`src/common/bus_pkg.sv`:
```
// register bus request type
// register address map
// version and threshold defaults
package bus_pkg;

    typedef struct packed {
        logic [15:0] addr;
        logic [7:0]  data;
        logic        rd;
        logic        wr;
    } bus_req_t;

    typedef enum logic [2:0] {
        reg_ctrl  = 3'd0, // write soft reset, read version
        reg_af    = 3'd1,
        reg_ae    = 3'd2,
        reg_rderr = 3'd3,
        reg_size0 = 3'd4, // read takes size snapshot
        reg_size1 = 3'd5,
        reg_size2 = 3'd6,
        reg_rsvd  = 3'd7
    } reg_addr_e;

    localparam logic [7:0] fifo_version = 8'd2;
    localparam int almost_full_pct  = 95; // percent of 255
    localparam int almost_empty_pct = 5;

endpackage

```
`src/common/sram_pkg.sv`:
```
// SRAM ring size and widths
// SRAM pin bundle
// read machine states
package sram_pkg;

    localparam int sram_depth = 64; // ring size in halfwords
    localparam int sram_aw    = 20;
    localparam int sram_dw    = 16;
    localparam int cnt_w      = 21; // halfword fill level

    typedef struct packed {
        logic [sram_aw-1:0] addr;
        logic [sram_dw-1:0] dq_out;
        logic               dq_oe;  // drive data bus
        logic               oe_b;
        logic               we_b;
    } sram_pins_t;

    typedef enum logic [1:0] {
        rd_try  = 2'd0, // wait for data
        rd_read = 2'd1, // SRAM read cycle
        rd_hold = 2'd2  // halfword handed to byte port
    } rd_state_e;

endpackage

```
`src/hw/sram_fifo/fifo_regs.sv`:
```
// register decode and soft reset
// threshold registers
// byte count snapshot and registered read mux
module fifo_regs import bus_pkg::*; import sram_pkg::*; (
    input  logic             BUS_CLK,
    input  logic             RST,
    input  bus_req_t         bus_req,
    output logic [7:0]       bus_data_out,
    output logic             soft_rst,
    output logic [7:0]       almost_full_val,
    output logic [7:0]       almost_empty_val,
    input  logic [cnt_w-1:0] fill_level,
    input  logic [7:0]       read_errors
);
    reg_addr_e      sel;
    logic           in_range;
    logic [cnt_w:0] size_byte;
    logic [cnt_w:0] size_snap;

    assign sel       = reg_addr_e'(bus_req.addr[2:0]);
    assign in_range  = (bus_req.addr[15:3] == '0);
    assign soft_rst  = bus_req.wr && in_range && (sel == reg_ctrl);
    assign size_byte = {fill_level, 1'b0}; // halfwords to bytes

    always_ff @(posedge BUS_CLK) begin
        if (RST) begin
            almost_full_val  <= 8'(255 * almost_full_pct / 100);
            almost_empty_val <= 8'(255 * almost_empty_pct / 100);
        end else if (bus_req.wr && in_range) begin
            case (sel)
                reg_af:  almost_full_val  <= bus_req.data;
                reg_ae:  almost_empty_val <= bus_req.data;
                default: ;
            endcase
        end
    end

    // upper bytes come from the copy taken when the low byte is read
    always_ff @(posedge BUS_CLK) begin
        if (bus_req.rd && in_range && (sel == reg_size0))
            size_snap <= size_byte;
    end

    always_ff @(posedge BUS_CLK) begin
        if (!in_range) begin
            bus_data_out <= '0;
        end else begin
            case (sel)
                reg_ctrl:  bus_data_out <= fifo_version;
                reg_af:    bus_data_out <= almost_full_val;
                reg_ae:    bus_data_out <= almost_empty_val;
                reg_rderr: bus_data_out <= read_errors;
                reg_size0: bus_data_out <= size_byte[7:0]; // live value
                reg_size1: bus_data_out <= size_snap[15:8];
                reg_size2: bus_data_out <= 8'(size_snap[cnt_w:16]);
                default:   bus_data_out <= '0;
            endcase
        end
    end

endmodule

```
`src/hw/sram_fifo/input_buffer.sv`:
```
// 16-entry 32-bit synchronous FIFO
// registered occupancy count
module input_buffer (
    input  logic        BUS_CLK,
    input  logic        RST,
    input  logic        push,
    input  logic [31:0] push_data,
    input  logic        pop,
    output logic [31:0] head,
    output logic        not_empty,
    output logic        full
);
    logic [31:0] mem [16];
    logic [3:0]  wr_ptr;
    logic [3:0]  rd_ptr;
    logic [4:0]  count;
    logic        do_push;
    logic        do_pop;

    assign do_push   = push && !full;
    assign do_pop    = pop && not_empty;
    assign head      = mem[rd_ptr];
    assign not_empty = (count != '0);
    assign full      = count[4]; // 16 entries

    always_ff @(posedge BUS_CLK) begin
        if (do_push)
            mem[wr_ptr] <= push_data;
    end

    always_ff @(posedge BUS_CLK) begin
        if (RST) begin
            wr_ptr <= '0;
            rd_ptr <= '0;
            count  <= '0;
        end else begin
            wr_ptr <= wr_ptr + 4'(do_push); // wraps naturally
            rd_ptr <= rd_ptr + 4'(do_pop);
            count  <= count + 5'(do_push) - 5'(do_pop);
        end
    end

endmodule

```
`src/hw/sram_fifo/sram_ctrl.sv`:
```
// SRAM ring buffer controller
// write and read pointers, full flag
// read machine with priority over writes
// fill level and near-full hysteresis
module sram_ctrl import sram_pkg::*; (
    input  logic               BUS_CLK,
    input  logic               RST,
    input  logic [31:0]        buf_head,
    input  logic               buf_not_empty,
    output logic               buf_pop,
    output sram_pins_t         sram,
    input  logic [sram_dw-1:0] sram_dq_in,
    input  logic               fetch,
    output logic [15:0]        word,
    output logic               word_load,
    output logic [cnt_w-1:0]   fill_level,
    input  logic [7:0]         almost_full_val,
    input  logic [7:0]         almost_empty_val,
    output logic               fifo_not_empty,
    output logic               fifo_full,
    output logic               fifo_near_full
);
    rd_state_e          state;
    rd_state_e          state_nxt;
    logic [sram_aw-1:0] wr_ptr;
    logic [sram_aw-1:0] rd_ptr;
    logic [sram_aw-1:0] wr_ptr_nxt;
    logic [sram_aw-1:0] rd_ptr_nxt;
    logic               ring_empty;
    logic               rd_cyc;
    logic               wr_cyc;
    logic               held;
    logic [cnt_w-1:0]   ring_cnt;
    logic [cnt_w-1:0]   nf_set_lvl;
    logic [cnt_w-1:0]   nf_clr_lvl;

    function automatic logic [sram_aw-1:0] ptr_inc(input logic [sram_aw-1:0] p);
        return (p == sram_aw'(sram_depth - 1)) ? '0 : p + 1'b1;
    endfunction

    assign ring_empty = (wr_ptr == rd_ptr);
    assign rd_cyc     = (state == rd_read);
    assign wr_cyc     = buf_not_empty && !fifo_full && !rd_cyc; // read wins
    assign buf_pop    = wr_cyc && wr_ptr[0]; // after high half
    assign wr_ptr_nxt = wr_cyc ? ptr_inc(wr_ptr) : wr_ptr;
    assign rd_ptr_nxt = rd_cyc ? ptr_inc(rd_ptr) : rd_ptr;
    assign held       = (state == rd_hold) && !fetch; // halfword sits in byte port

    always_comb begin
        state_nxt = state;
        case (state)
            rd_try: begin
                if (fetch && !ring_empty)
                    state_nxt = rd_read;
            end
            rd_read: state_nxt = rd_hold;
            rd_hold: begin
                if (fetch)
                    state_nxt = ring_empty ? rd_try : rd_read;
            end
            default: state_nxt = rd_try;
        endcase
    end

    always_comb begin
        sram.addr   = rd_cyc ? rd_ptr : wr_ptr;
        sram.dq_out = wr_ptr[0] ? buf_head[31:16] : buf_head[15:0];
        sram.dq_oe  = wr_cyc;
        sram.oe_b   = !rd_cyc;
        sram.we_b   = !wr_cyc;
    end

    always_comb begin
        if (wr_ptr >= rd_ptr)
            ring_cnt = cnt_w'(wr_ptr - rd_ptr);
        else
            ring_cnt = cnt_w'(wr_ptr + sram_aw'(sram_depth) - rd_ptr);
    end

    assign nf_set_lvl = cnt_w'((int'(almost_full_val) + 1) * sram_depth / 256);
    assign nf_clr_lvl = cnt_w'((int'(almost_empty_val) + 1) * sram_depth / 256);

    always_ff @(posedge BUS_CLK) begin
        if (rd_cyc)
            word <= sram_dq_in;
    end

    always_ff @(posedge BUS_CLK) begin
        if (RST) begin
            state          <= rd_try;
            wr_ptr         <= '0;
            rd_ptr         <= '0;
            fifo_full      <= 1'b0;
            word_load      <= 1'b0;
            fill_level     <= '0;
            fifo_near_full <= 1'b0;
        end else begin
            state      <= state_nxt;
            wr_ptr     <= wr_ptr_nxt;
            rd_ptr     <= rd_ptr_nxt;
            fifo_full  <= (ptr_inc(wr_ptr_nxt) == rd_ptr_nxt); // depth-1 halfwords
            word_load  <= rd_cyc;
            fill_level <= ring_cnt + cnt_w'(held);
            if (fill_level >= nf_set_lvl)
                fifo_near_full <= 1'b1;
            else if (fill_level <= nf_clr_lvl || fill_level == '0)
                fifo_near_full <= 1'b0;
        end
    end

    assign fifo_not_empty = !ring_empty;

endmodule

```
`src/hw/sram_fifo/usb_byte_out.sv`:
```
// byte port holding one fetched halfword
// low byte first, then high byte
// saturating read-error counter
module usb_byte_out (
    input  logic        BUS_CLK,
    input  logic        RST,
    input  logic [15:0] word,
    input  logic        word_load,
    output logic        fetch,
    input  logic        usb_read,
    output logic        usb_valid,
    output logic [7:0]  usb_data,
    output logic [7:0]  read_errors,
    output logic        fifo_read_error
);
    logic [15:0] word_q;
    logic        byte_sel; // 1 selects high byte

    assign fetch           = !usb_valid && !word_load; // no request while one is in flight
    assign usb_data        = byte_sel ? word_q[15:8] : word_q[7:0];
    assign fifo_read_error = (read_errors != '0);

    always_ff @(posedge BUS_CLK) begin
        if (word_load)
            word_q <= word;
    end

    always_ff @(posedge BUS_CLK) begin
        if (RST) begin
            usb_valid   <= 1'b0;
            byte_sel    <= 1'b0;
            read_errors <= '0;
        end else begin
            if (word_load) begin
                usb_valid <= 1'b1;
                byte_sel  <= 1'b0;
            end else if (usb_read && usb_valid) begin
                usb_valid <= !byte_sel; // empty after high byte
                byte_sel  <= !byte_sel;
            end
            if (usb_read && !usb_valid && read_errors != 8'hff)
                read_errors <= read_errors + 8'd1;
        end
    end

endmodule

```
`src/hw/sram_fifo_top.sv`:
```
// SRAM FIFO top level
// register block, input buffer, SRAM controller, byte port
// combined hard and soft reset
module sram_fifo_top import bus_pkg::*; import sram_pkg::*; (
    input  logic               BUS_CLK,
    input  logic               RST,
    input  bus_req_t           bus_req,
    output logic [7:0]         bus_data_out,
    output logic               fifo_read_next,
    input  logic               fifo_empty_in,
    input  logic [31:0]        fifo_data,
    output sram_pins_t         sram,
    input  logic [sram_dw-1:0] sram_dq_in,
    input  logic               usb_read,
    output logic               usb_valid,
    output logic [7:0]         usb_data,
    output logic               fifo_not_empty,
    output logic               fifo_full,
    output logic               fifo_near_full,
    output logic               fifo_read_error
);
    logic             soft_rst;
    logic             blk_rst;
    logic             buf_full;
    logic             buf_pop;
    logic             buf_not_empty;
    logic [31:0]      buf_head;
    logic             fetch;
    logic [15:0]      word;
    logic             word_load;
    logic [cnt_w-1:0] fill_level;
    logic [7:0]       almost_full_val;
    logic [7:0]       almost_empty_val;
    logic [7:0]       read_errors;

    assign blk_rst        = RST | soft_rst;
    assign fifo_read_next = !buf_full; // back-pressure upstream

    fifo_regs regs_i (
        .BUS_CLK, .RST(blk_rst), .bus_req, .bus_data_out, .soft_rst,
        .almost_full_val, .almost_empty_val, .fill_level, .read_errors
    );

    input_buffer ibuf_i (
        .BUS_CLK, .RST(blk_rst), .push(!fifo_empty_in && fifo_read_next),
        .push_data(fifo_data), .pop(buf_pop), .head(buf_head),
        .not_empty(buf_not_empty), .full(buf_full)
    );

    sram_ctrl ctrl_i (
        .BUS_CLK, .RST(blk_rst), .buf_head, .buf_not_empty, .buf_pop, .sram,
        .sram_dq_in, .fetch, .word, .word_load, .fill_level, .almost_full_val,
        .almost_empty_val, .fifo_not_empty, .fifo_full, .fifo_near_full
    );

    usb_byte_out usb_i (
        .BUS_CLK, .RST(blk_rst), .word, .word_load, .fetch, .usb_read,
        .usb_valid, .usb_data, .read_errors, .fifo_read_error
    );

endmodule

```
`config.mk`:
```
export PLATFORM = sky130hd
export DESIGN_NAME = sram_fifo_top
export DESIGN_NICKNAME = d
export VERILOG_FILES = /design/src/common/bus_pkg.sv /design/src/common/sram_pkg.sv /design/src/hw/sram_fifo/fifo_regs.sv /design/src/hw/sram_fifo/input_buffer.sv /design/src/hw/sram_fifo/sram_ctrl.sv /design/src/hw/sram_fifo/usb_byte_out.sv /design/src/hw/sram_fifo_top.sv
export SDC_FILE = /design/constraint.sdc
export NUM_CORES = 1
export LEC_CHECK = 0
export BUFFER_PORTS_ARGS = -buffer_cell sky130_fd_sc_hd__buf_2
export CORE_MARGIN = 1
export CORE_UTILIZATION = 51
export CTS_CLUSTER_SIZE = 14
export DETAILED_ROUTE_END_ITERATION = 16
export PLACE_DENSITY = 0.72
export RECOVER_POWER = 25
export SYNTH_ARGS = -nofsm -noshare
export SYNTH_HDL_FRONTEND = slang
export SYNTH_SLANG_ARGS = --single-unit
```
`constraint.sdc`:
```
create_clock -name BUS_CLK -period 4.1 [get_ports BUS_CLK]
set_clock_uncertainty 0.1 [all_clocks]
set_input_delay 0.205 -clock BUS_CLK [delete_from_list [all_inputs] [get_ports BUS_CLK]]
set_output_delay 0.205 -clock BUS_CLK [all_outputs]
set_load 0.01 [all_outputs]
```
==> flow_metrics.py, run 1 <==
metrics = {
    "clock_network": {
        "cts_tree": "yes",
        "clockBufferDepth": 3,
        "clkSinkCount": 671,
        "clk_pin_slew_ns": 0.06,
        "clk_latency_ns": 0.63,
        "h-tree-depth": 3,
        "ctsRootBufferMaster": "clkbuf_16",
        "cts_buffers": 70,
    },
    "drt": {
        "postRouteAntennaNets": 0,
        "drt_first_pass_iters": 5,
        "vias": 19200,
        "drt_wl_total_um": 77900,
        "route.detailed.drc": 0,
        "viasPerCell": 5.95,
        "drtIter0Drc": 1713,
        "routedWlPerCell_um": 24.1,
    },
    "die": {
        "die_x_um": 248,
        "rows": 89,
        "die_y_um": 248,
        "ios": 139,
        "start_util_pct": 51.9,
        "dieArea_mm2": 0.0614,
        "core-area_mm2": 0.0594,
    },
    "synth": {
        "synth_enable_flop_cells": 558,
        "synthesis.area_mm2": 0.0308,
        "syn_inst": 2091,
        "synth-seq-cells": 671,
        "avgSynthCellArea_um2": 14.7,
        "yosysUniqueCellTypes": 99,
        "synthArstFlopShare_pct": 0,
        "synth_area_leader_cell": "edfxtp_1",
        "synth_fp_nets": 2259,
        "netlist_top_cells_area": "edfxtp_1 (54%), mux4_2 (12%), dfxtp_1 (7.3%)",
        "yosysSeqAreaShare_pct": 61.7,
        "synth_top_area_share_pct": 54.4,
        "yosys_warnings": 0,
        "synth_ff_type": "edfxtp_1",
    },
    "sta": {
        "hold_ws_ns": 0.0594,
        "setup_viol": 0,
        "worst_pin_slew_ns": 1.14,
        "drv_slew": 0,
        "hold_violations": 0,
        "fin_crit_sh_pct": 97.6,
        "fin_crit_ns": 4.00,
        "max_freq_mhz": 250,
        "slew_headroom_pct": 23.4,
        "setup_tns_ns": 0,
    },
    "critical_path": {
        "crit_required_ns": 4.55,
        "worstPathArrival_ns": 4.45,
        "critPathLaunchType": "flip-flop",
        "crit_type": "flip-flop to flip-flop",
        "critPathMaxFanout": 8,
        "worst_setup_path_end_kind": "flip-flop",
        "reg2reg_slack_ns": 0.1,
    },
    "flow_run": {
        "cap_violations": 0,
    },
    "outcome": {
        "status": "finished, final reports clean",
    },
    "pwr": {
        "power_density_mw_per_mm2": 539,
        "p_total_w": 0.0197,
        "leakage_nw": 12.4,
        "ir_drop_uv": 479,
    },
    "global_route": {
        "grt.total_usage_pct": 26.0,
        "grt_max_degree": 46,
        "antenna_found_initial": 4,
        "overflow": 0,
        "grt_pass1_wl_um": 117000,
        "first_global_vias": 19500,
    },
    "layout": {
        "syn_to_final_growth_pct": 18.5,
        "finish.utilization_pct": 61.5,
        "nNetsFinal": 2574,
        "drive_gt1_share_pct": 25.4,
        "nFillCells": 4353,
    },
    "placement": {
        "io_buffers": 138,
        "place_congestion": 0.960,
        "dp_hpwl_um": 49500,
    },
    "min_path": {
        "hold_class": "primary input to flip-flop",
    },
}
-- cell type report --
class                           instances  area [µm²]  area share, %
Tap cell                              773         967           2.65
Inverter                               79         297          0.812
Clock inverter                         43         519           1.42
Multi-Input combinational cell       1250       11500           31.5
Sequential cell                       671       19000           52.1
Timing Repair Buffer                  334        2380           6.51
Antenna cell                            4        10.0         0.0274
Clock buffer                           83        1810           4.96
-- kinds of logic after synthesis --
kind of cell,count (synthesis),share of synthesized area (%)
flip-flops,671,61.7
AND/OR/NAND/NOR,586,9.76
AO/OA/AOI/OAI,242,5.36
multiplexers,206,13.3
buffers and inverters,170,2.17
XOR/XNOR,126,3.67
adder cells (fa/ha/maj),90,4.09
-- synthesized netlist by cell type, drive strengths merged, types with 10 or more instances --
cell,n
edfxtp,558
nand2,166
mux4,160
nor2,146
dfxtp,113
inv,79
xnor2,79
ha,72
o21ai,71
a21oi,55
clkbuf,52
nor3,52
xor2,46
buf,39
nand3,38
mux2i,31
nor4,30
nand4,25
and2,19
fa,18
nor2b,18
and3,16
mux2,15
a211oi,12
nand2b,12
or3,11
a31oi,10
-- flip-flops by register name, summed over array words and instances, names as in the netlist, 14 cells and up --
name	count
ibuf_i.mem	512
ctrl_i.rd_ptr	20
ctrl_i.wr_ptr	20
regs_i.size_snap	14
usb_i.word_q	16
ctrl_i.fill_level	21
ctrl_i.word	16
-- power by group --
group	switching, W	internal [W]	total (W)
sequential	0.000273	0.00777	0.00804
clock	0.00273	0.00366	0.00640
combinational	0.00283	0.00241	0.00524
-- worst max-delay path, stage by stage, from the launching register on --
cell,delay [ns]
dfxtp_1,0.53
inv_1,0.22
fa_1,0.46
nand2b_1,0.18
o21ai_0,0.50
o31a_2,0.33
nor2_2,0.10
mux2_4,0.32
a211o_1,0.30
or4_4,0.52
nor3_4,0.14
mux2i_1,0.21
-- routing by layer --
layer	GRT usage [%]	part of all wire, %
met2	44.3	50
met1	33.6	39
met4	8.88	3.2
met5	0	0.013
met3	4.41	6.9
-- cell usage in the layout, fill, tap and decap left out, types with 14 or more instances in the layout --
master	synthesis	final
o21ai_0	70	67
inv_1	77	76
fa_1	18	16
nor2b_1	18	17
buf_2	13	117
nor3_1	49	45
clkbuf_1	52	33
mux4_2	160	160
nor2_1	145	131
nand4_1	25	25
buf_4	2	123
and2_1	18	18
edfxtp_1	558	558
mux2i_1	31	31
xnor2_1	78	78
dlygate4sd3_1	0	66
and3_1	16	16
ha_1	72	65
dfxtp_1	113	104
mux2_2	14	14
xor2_1	45	44
nand3_1	35	35
nand2_1	165	165
clkbuf_16	0	70
a21oi_1	54	53
nor4_1	27	22
-- repair_timing --
item                       4_1_cts  5_1_grt
gates resized for setup          1       47
setup endpoints to repair        2        4
pin swaps                        0       13
hold buffers                    66        0
hold endpoints to repair       555        0
buffers inserted                 1       10
-- per-stage QoR --
step | cell area (µm²) | std cells | worst slack, ns
CTS | 36200 | 3223 | 0.00130
global route | 36500 | 3235 | -0.0159
detailed placement | 33200 | 3030 | -0.00699
global placement | 33200 | 3030 | 0.0993
floorplan | 30800 | 2091 | 0.00507
finish | 36500 | 3237 | 0.0975
-- final timing paths --
kind / from / end / cells past startpoint
worst max-delay path: ctrl_i.wr_ptr[14] / ctrl_i.fill_level[20] / 11
worst min-delay path: bus_req[1] / regs_i.size_snap[9] / 4
worst max register to register: ctrl_i.wr_ptr[14] / ctrl_i.fill_level[20] / 11
worst min register to register: ctrl_i.word[7] / usb_i.word_q[7] / 0
Note: power is estimated with default switching activity, not from simulation.
==> inputs of run 2 (changes only) <==
--- a/config.mk
+++ b/config.mk
@@ -10,7 +10,7 @@
 export CORE_UTILIZATION = 51
 export CTS_CLUSTER_SIZE = 14
 export DETAILED_ROUTE_END_ITERATION = 16
-export PLACE_DENSITY = 0.72
+export PLACE_DENSITY = 0.69
 export RECOVER_POWER = 25
 export SYNTH_ARGS = -nofsm -noshare
 export SYNTH_HDL_FRONTEND = slang
==> constraint.sdc (replaced) <==
create_clock -name BUS_CLK -period 4.77 [get_ports BUS_CLK]
set_clock_uncertainty 0.1 [all_clocks]
set_input_delay 0.2385 -clock BUS_CLK [delete_from_list [all_inputs] [get_ports BUS_CLK]]
set_output_delay 0.2385 -clock BUS_CLK [all_outputs]
set_load 0.01 [all_outputs]
==> flow_metrics.py, run 2 (synthesis results as in run 1) <==
metrics = {
    "critical_path": {
        "worst_setup_path_end_kind": "flip-flop",
        "critPathLaunchType": "flip-flop",
        "critPathMaxFanout": 10,
        "crit_type": "flip-flop to flip-flop",
        "crit_required_ns": 5.20,
        "path_common_cell": "inv_1",
        "slowest_delay_ns": 0.68,
        "worstPathArrival_ns": 4.82,
        "path_delay_family": "compound AO/OA/AOI/OAI gates",
        "path_buf_inv": 2,
        "crit_chain": "inv_1 > ha_1 > inv_1 > fa_1 > nor2b_1 > a2111oi_2 > o21ai_1 > a311oi_1 > xnor2_1 > nor4_1 > a32oi_1 > or4_4 > nor3_2 > mux2i_1",
        "critPathSlowestCell": "fa_1",
    },
    "sta": {
        "setup_tns_ns": 0,
        "rsz0062_at_grt": "no",
        "slew_headroom_pct": 14.6,
        "max_freq_mhz": 228,
        "hold_violations": 0,
        "setup_viol": 0,
        "drv_slew": 0,
        "worst_pin_slew_ns": 1.27,
        "fin_crit_ns": 4.39,
        "fin_crit_sh_pct": 92.1,
    },
    "clock_network": {
        "clk_pin_slew_ns": 0.06,
        "cts_tree": "yes",
        "clk_latency_ns": 0.62,
        "post_cts_buffers": 0,
        "clockBufferDepth": 3,
        "h-tree-depth": 3,
        "ctsRootBufferMaster": "clkbuf_16",
        "clkSinkCount": 671,
        "cts_buffers": 72,
        "cts.repair.resized": 0,
    },
    "layout": {
        "register_area_mm2": 0.0190,
        "layout_common_cells": "edfxtp_1 (558), nand2_1 (165), mux4_2 (160), nor2_1 (133), buf_2 (118)",
        "nNetsFinal": 2510,
        "final_cell_area_mm2": 0.0358,
        "largest_register_ffs": 512,
        "antenna_cells_inserted": 0,
        "drive_gt1_share_pct": 21.8,
        "nFillCells": 4432,
        "multi_input_area_mm2": 0.0113,
        "reg_top3": "ibuf_i.mem: 512 flops, ctrl_i.fill_level: 21 flops",
        "syn_to_final_growth_pct": 16.1,
        "final_common_cell": "edfxtp_1",
        "top_register": "ibuf_i.mem",
    },
    "placement": {
        "dp_hpwl_um": 50000,
        "place_congestion": 0.934,
        "placed_area_mm2": 0.0328,
        "io_buffers": 138,
    },
    "outcome": {
        "status": "finished, final reports clean",
    },
    "pwr": {
        "p_total_w": 0.0167,
        "swShare_pct": 29.7,
        "leakage_nw": 12.0,
        "power_density_mw_per_mm2": 466,
        "p_switching_w": 0.00495,
        "ir_drop_uv": 381,
        "p_clk_share_pct": 33.2,
        "combPwrFrac_pct": 25.1,
        "sequentialPowerShare_pct": 41.7,
        "internal-power_w": 0.0117,
    },
    "drt": {
        "met3WireLength_um": 5650,
        "routedWlPerCell_um": 24.5,
        "drt_wl_total_um": 77900,
        "viasPerCell": 6.04,
        "drt_first_pass_iters": 8,
        "top_layer": "met5",
        "met1Wirelength_um": 30900,
        "postRouteAntennaNets": 0,
        "drtIter0Drc": 1672,
        "wl_met2_um": 39000,
        "route.detailed.drc": 0,
        "vias": 19200,
    },
    "die": {
        "dieArea_mm2": 0.0614,
        "core-area_mm2": 0.0594,
        "rows": 89,
        "die_x_um": 248,
        "ios": 139,
        "die_y_um": 248,
        "start_util_pct": 51.9,
    },
    "min_path": {
        "hold_class": "primary input to flip-flop",
    },
    "global_route": {
        "antenna_found_initial": 1,
        "grt_max_degree": 57,
        "overflow": 0,
        "first_global_vias": 19300,
        "grt.total_usage_pct": 25.9,
        "grt_pass1_wl_um": 117000,
    },
    "flow_run": {
        "cap_violations": 0,
    },
}
run 2: timing repair:
action / 4_1_cts / 5_1_grt
endpoints found under the setup margin: 0 / 1
hold buffers: 68 / 0
endpoints found under the hold margin: 553 / 0
run 2: path summary, 6_finish.rpt:
check | from | to | slack, ns | cells past startpoint
worst min-delay path | bus_req[1] | regs_i.size_snap[8] | 0.09 | 4
worst max register to register | ctrl_i.rd_ptr[7] | ctrl_i.fill_level[20] | 0.38 | 14
worst min register to register | ctrl_i.word[3] | usb_i.word_q[3] | 0.32 | 0
worst max-delay path | ctrl_i.rd_ptr[7] | ctrl_i.fill_level[20] | 0.38 | 14
run 2: metal layers:
layer / track usage, % / vias up
li1: - / 8561
met1: 34.0 / 9659
met2: 43.5 / 781
met3: 4.84 / 148
met4: 8.52 / 2
met5: 0 / -
run 2: area by class of cell:
type,instances,area share (%)
multi-input cells,1250,31.5
well taps,773,2.70
clock buffers,93,5.25
inverters,79,0.828
flip-flops and latches,671,53.1
repair buffers,268,5.24
clock inverters,39,1.30
run 2: worst register-to-register path: stages (launching register included):
cell       delay [ns]
dfxtp_1          0.36
inv_1            0.12
ha_1             0.22
inv_1            0.07
fa_1             0.68
nor2b_1          0.12
a2111oi_2        0.50
o21ai_1          0.21
a311oi_1         0.41
xnor2_1          0.15
nor4_1           0.29
a32oi_1          0.21
or4_4            0.55
nor3_2           0.14
mux2i_1          0.19
run 2: through the flow:
stage	instances	utilization, %	hold slack (ns)	setup WS, ns
global placement	2973	55.3	0.301	0.670
detailed placement	2973	55.3	0.306	0.449
finish	3173	60.3	0.0950	0.379
CTS	3173	60.4	0.0643	0.428
floorplan	2091	-	0.237	0.462
global route	3173	60.3	0.0713	0.0360
run 2: power by group through the flow:
| stage | registers (W) | logic [W] | clock network (W) |
|---|---|---|---|
| after floorplan | 0.00692 | 0.00298 | 0 |
| after global placement | 0.00706 | 0.00407 | 0 |
| after detailed placement | 0.00707 | 0.00412 | 0 |
| after CTS | 0.00695 | 0.00420 | 0.00563 |
| after global routing | 0.00699 | 0.00456 | 0.00585 |
| final | 0.00695 | 0.00418 | 0.00554 |
==> inputs of run 3 (changes only) <==
--- a/config.mk
+++ b/config.mk
@@ -5,13 +5,15 @@
 export SDC_FILE = /design/constraint.sdc
 export NUM_CORES = 1
 export LEC_CHECK = 0
+export ABC_AREA = 1
 export BUFFER_PORTS_ARGS = -buffer_cell sky130_fd_sc_hd__buf_2
 export CORE_MARGIN = 1
-export CORE_UTILIZATION = 51
+export CORE_UTILIZATION = 45
 export CTS_CLUSTER_SIZE = 14
 export DETAILED_ROUTE_END_ITERATION = 16
-export PLACE_DENSITY = 0.69
+export PLACE_DENSITY = 0.62
 export RECOVER_POWER = 25
+export SETUP_SLACK_MARGIN = 0.4
 export SYNTH_ARGS = -nofsm -noshare
 export SYNTH_HDL_FRONTEND = slang
 export SYNTH_SLANG_ARGS = --single-unit
==> flow_metrics.py, run 3 <==
metrics = {
    "die": {
        "dieArea_mm2": 0.0715,
        "core-area_mm2": 0.0692,
        "rows": 96,
        "start_util_pct": 45.8,
        "die_y_um": 267,
        "die_x_um": 267,
        "ios": 139,
    },
    "clock_network": {
        "clk_latency_ns": 0.64,
        "clockBufferDepth": 3,
        "ctsRootBufferMaster": "clkbuf_16",
        "cts.repair.resized": 0,
        "clkSinkCount": 671,
        "h-tree-depth": 3,
        "hold_buffers": 73,
        "cts_tree": "yes",
        "cts_buffers": 74,
        "post_cts_buffers": 0,
        "clk_pin_slew_ns": 0.06,
    },
    "pwr": {
        "ir_drop_uv": 417,
        "power_density_mw_per_mm2": 537,
        "sequentialPowerShare_pct": 35.9,
        "combPwrFrac_pct": 36.3,
        "swShare_pct": 39.0,
        "internal-power_w": 0.0120,
        "leakage_nw": 13.6,
        "p_clk_share_pct": 27.8,
        "p_switching_w": 0.00764,
    },
    "sta": {
        "setup_viol": 0,
        "worst_pin_slew_ns": 1.12,
        "max_freq_mhz": 251,
        "slew_headroom_pct": 24.9,
        "rsz0062_at_grt": "no",
        "fin_crit_sh_pct": 83.4,
        "fin_crit_ns": 3.98,
        "drv_slew": 0,
        "setup_tns_ns": 0,
        "hold_violations": 0,
    },
    "drt": {
        "postRouteAntennaNets": 0,
        "drtIter0Drc": 2272,
        "routedWlPerCell_um": 21.3,
        "drt_first_pass_iters": 6,
        "vias": 24400,
        "viasPerCell": 5.62,
        "route.detailed.drc": 0,
        "drt_wl_total_um": 92600,
    },
    "synth": {
        "yosysSeqAreaShare_pct": 60.0,
        "synth.cells.most_frequent": "edfxtp_1 (558), nor2_1 (557), nand2_1 (455)",
        "synth_enable_flop_cells": 558,
        "synth-seq-cells": 671,
        "yosysMostFrequentCell": "edfxtp_1",
        "synthArstFlopShare_pct": 0,
        "synth_top_area_share_pct": 52.9,
        "yosysUniqueCellTypes": 53,
        "synth_fp_nets": 3330,
        "avgSynthCellArea_um2": 10.0,
        "netlist_top_cells_area": "edfxtp_1 (53%), dfxtp_1 (7.1%), nor2_1 (6.6%)",
        "synth_area_leader_cell": "edfxtp_1",
        "syn_inst": 3162,
        "yosys_warnings": 0,
        "synth_ff_type": "edfxtp_1",
        "synthesis.area_mm2": 0.0317,
    },
    "layout": {
        "top_register": "ibuf_i.mem",
        "reg_top3": "ibuf_i.mem: 512 flops, ctrl_i.fill_level: 21 flops",
        "syn_to_final_growth_pct": 15.1,
        "nNetsFinal": 3523,
        "final_cells": 4343,
        "layout_common_cells": "edfxtp_1 (558), nor2_1 (541), nand2_1 (455), o21ai_0 (355), inv_1 (241)",
        "final_common_cell": "edfxtp_1",
        "largest_register_ffs": 512,
        "antenna_cells_inserted": 0,
        "drive_gt1_share_pct": 10.2,
    },
    "critical_path": {
        "critPathLaunchType": "flip-flop",
        "endpoint": "sram[15]",
        "crit_type": "flip-flop to primary output",
        "crit-reg2reg-capture": "ctrl_i.fifo_full",
        "crit_required_ns": 4.43,
        "reg2reg_slack_ns": 0.79,
        "worst_setup_path_end_kind": "primary output",
        "worstPathArrival_ns": 3.64,
        "critPathLaunch": "ibuf_i.rd_ptr[1]",
        "r2r-start": "ibuf_i.count[4]",
        "critPathMaxFanout": 80,
        "reg2reg_depth": 19,
    },
    "placement": {
        "dp_hpwl_um": 58700,
        "place_congestion": 0.921,
        "dpl.cell_count": 4137,
        "io_buffers": 138,
    },
    "global_route": {
        "antenna_found_initial": 0,
        "overflow": 0,
        "grt.total_usage_pct": 26.0,
        "first_global_vias": 24000,
        "grt_pass1_wl_um": 141000,
        "grt_max_degree": 107,
    },
    "outcome": {
        "status": "finished, final reports clean",
    },
    "min_path": {
        "hold_class": "primary input to flip-flop",
        "hold_depth": 6,
    },
    "flow_run": {
        "cap_violations": 0,
    },
}
[run 3: cell count changes in the layout (fill, tap and decap cells not counted), moves of 18 or more]
| cell | previous run | this run |
|---|---|---|
| nand3_1 | 35 | 165 |
| a21oi_1 | 54 | 73 |
| inv_1 | 77 | 241 |
| nor2_1 | 133 | 541 |
| mux4_2 | 160 | 0 |
| nand2_1 | 165 | 455 |
| o22ai_1 | 4 | 37 |
| xnor2_1 | 78 | 14 |
| buf_4 | 57 | 37 |
| and2_1 | 18 | 0 |
| mux2i_1 | 31 | 0 |
| o221ai_1 | 0 | 96 |
| o21ai_0 | 70 | 355 |
[run 3: metal layers]
metal  GRT usage [%]  routed length [µm]  up-vias
li1                -                   -    11500
met1            34.1               39200    11900
met2            44.0               44700      888
met3            3.81                5710      175
met4            9.02                2990        0
met5               0                   0        -
[run 3: per-stage QoR]
| step | area (µm²) | hold WS [ns] | util, % | worst slack, ns | total power, W |
|---|---|---|---|---|---|
| after global placement | 33500 | 0.303 | 48.4 | 0.868 | 0.0141 |
| after detailed placement | 33500 | 0.306 | 48.4 | 0.812 | 0.0142 |
| after global routing | 36500 | 0.123 | 52.7 | 0.405 | 0.0208 |
| final | 36500 | 0.0521 | 52.7 | 0.791 | 0.0196 |
| after floorplan | 31700 | 0.237 | - | 1.42 | 0.0121 |
| after CTS | 36500 | 0.0303 | 52.8 | 0.782 | 0.0197 |
[run 3: power groups by stage]
stage          clock (W)  sequential (W)  combinational [W]
3_5_place_dp           0         0.00716            0.00703
4_1_cts          0.00552         0.00704            0.00710
2_1_floorplan          0         0.00700            0.00513
5_1_grt          0.00575         0.00707            0.00799
6_report         0.00544         0.00704            0.00711
3_3_place_gp           0         0.00715            0.00696
[run 3: worst min path at each step]
stage | end | slack (ns) | start
global route | regs_i.almost_empty_val[3] | 0.12 | bus_req[0]
finish | regs_i.almost_empty_val[2] | 0.05 | bus_req[0]
CTS | regs_i.almost_empty_val[2] | 0.03 | bus_req[0]
detailed placement | usb_i.word_q[3] | 0.31 | ctrl_i.word[3]
floorplan | ctrl_i.word[0] | 0.24 | sram_dq_in[0]
global placement | usb_i.word_q[5] | 0.30 | ctrl_i.word[5]
[run 3: cells by family after synthesis]
kind of cell | Yosys count | synth area share, %
fa+ha+maj | 90 | 3.98
simple gates | 1318 | 17.7
flops | 671 | 60.0
compound gates | 635 | 11.9
xor+xnor | 58 | 1.65
buf+inv | 390 | 4.80
[run 3: area by class of cell]
class                           count  area [µm²]
Fill cell                        6209       32700
Sequential cell                   671       19000
Multi-Input combinational cell   2101       11300
Clock buffer                       90        1910
Timing Repair Buffer              252        1750
Tap cell                          931        1160
Inverter                          255         965
Clock inverter                     43         385
[run 3: worst max-delay path, cell delays in order, from the launching register on]
cell	delay, ns
dfxtp_4	0.35
buf_4	0.73
buf_4	0.63
o21ai_0	0.22
o221ai_1	0.24
nand3_1	0.14
a32oi_1	0.48
buf_2	0.23
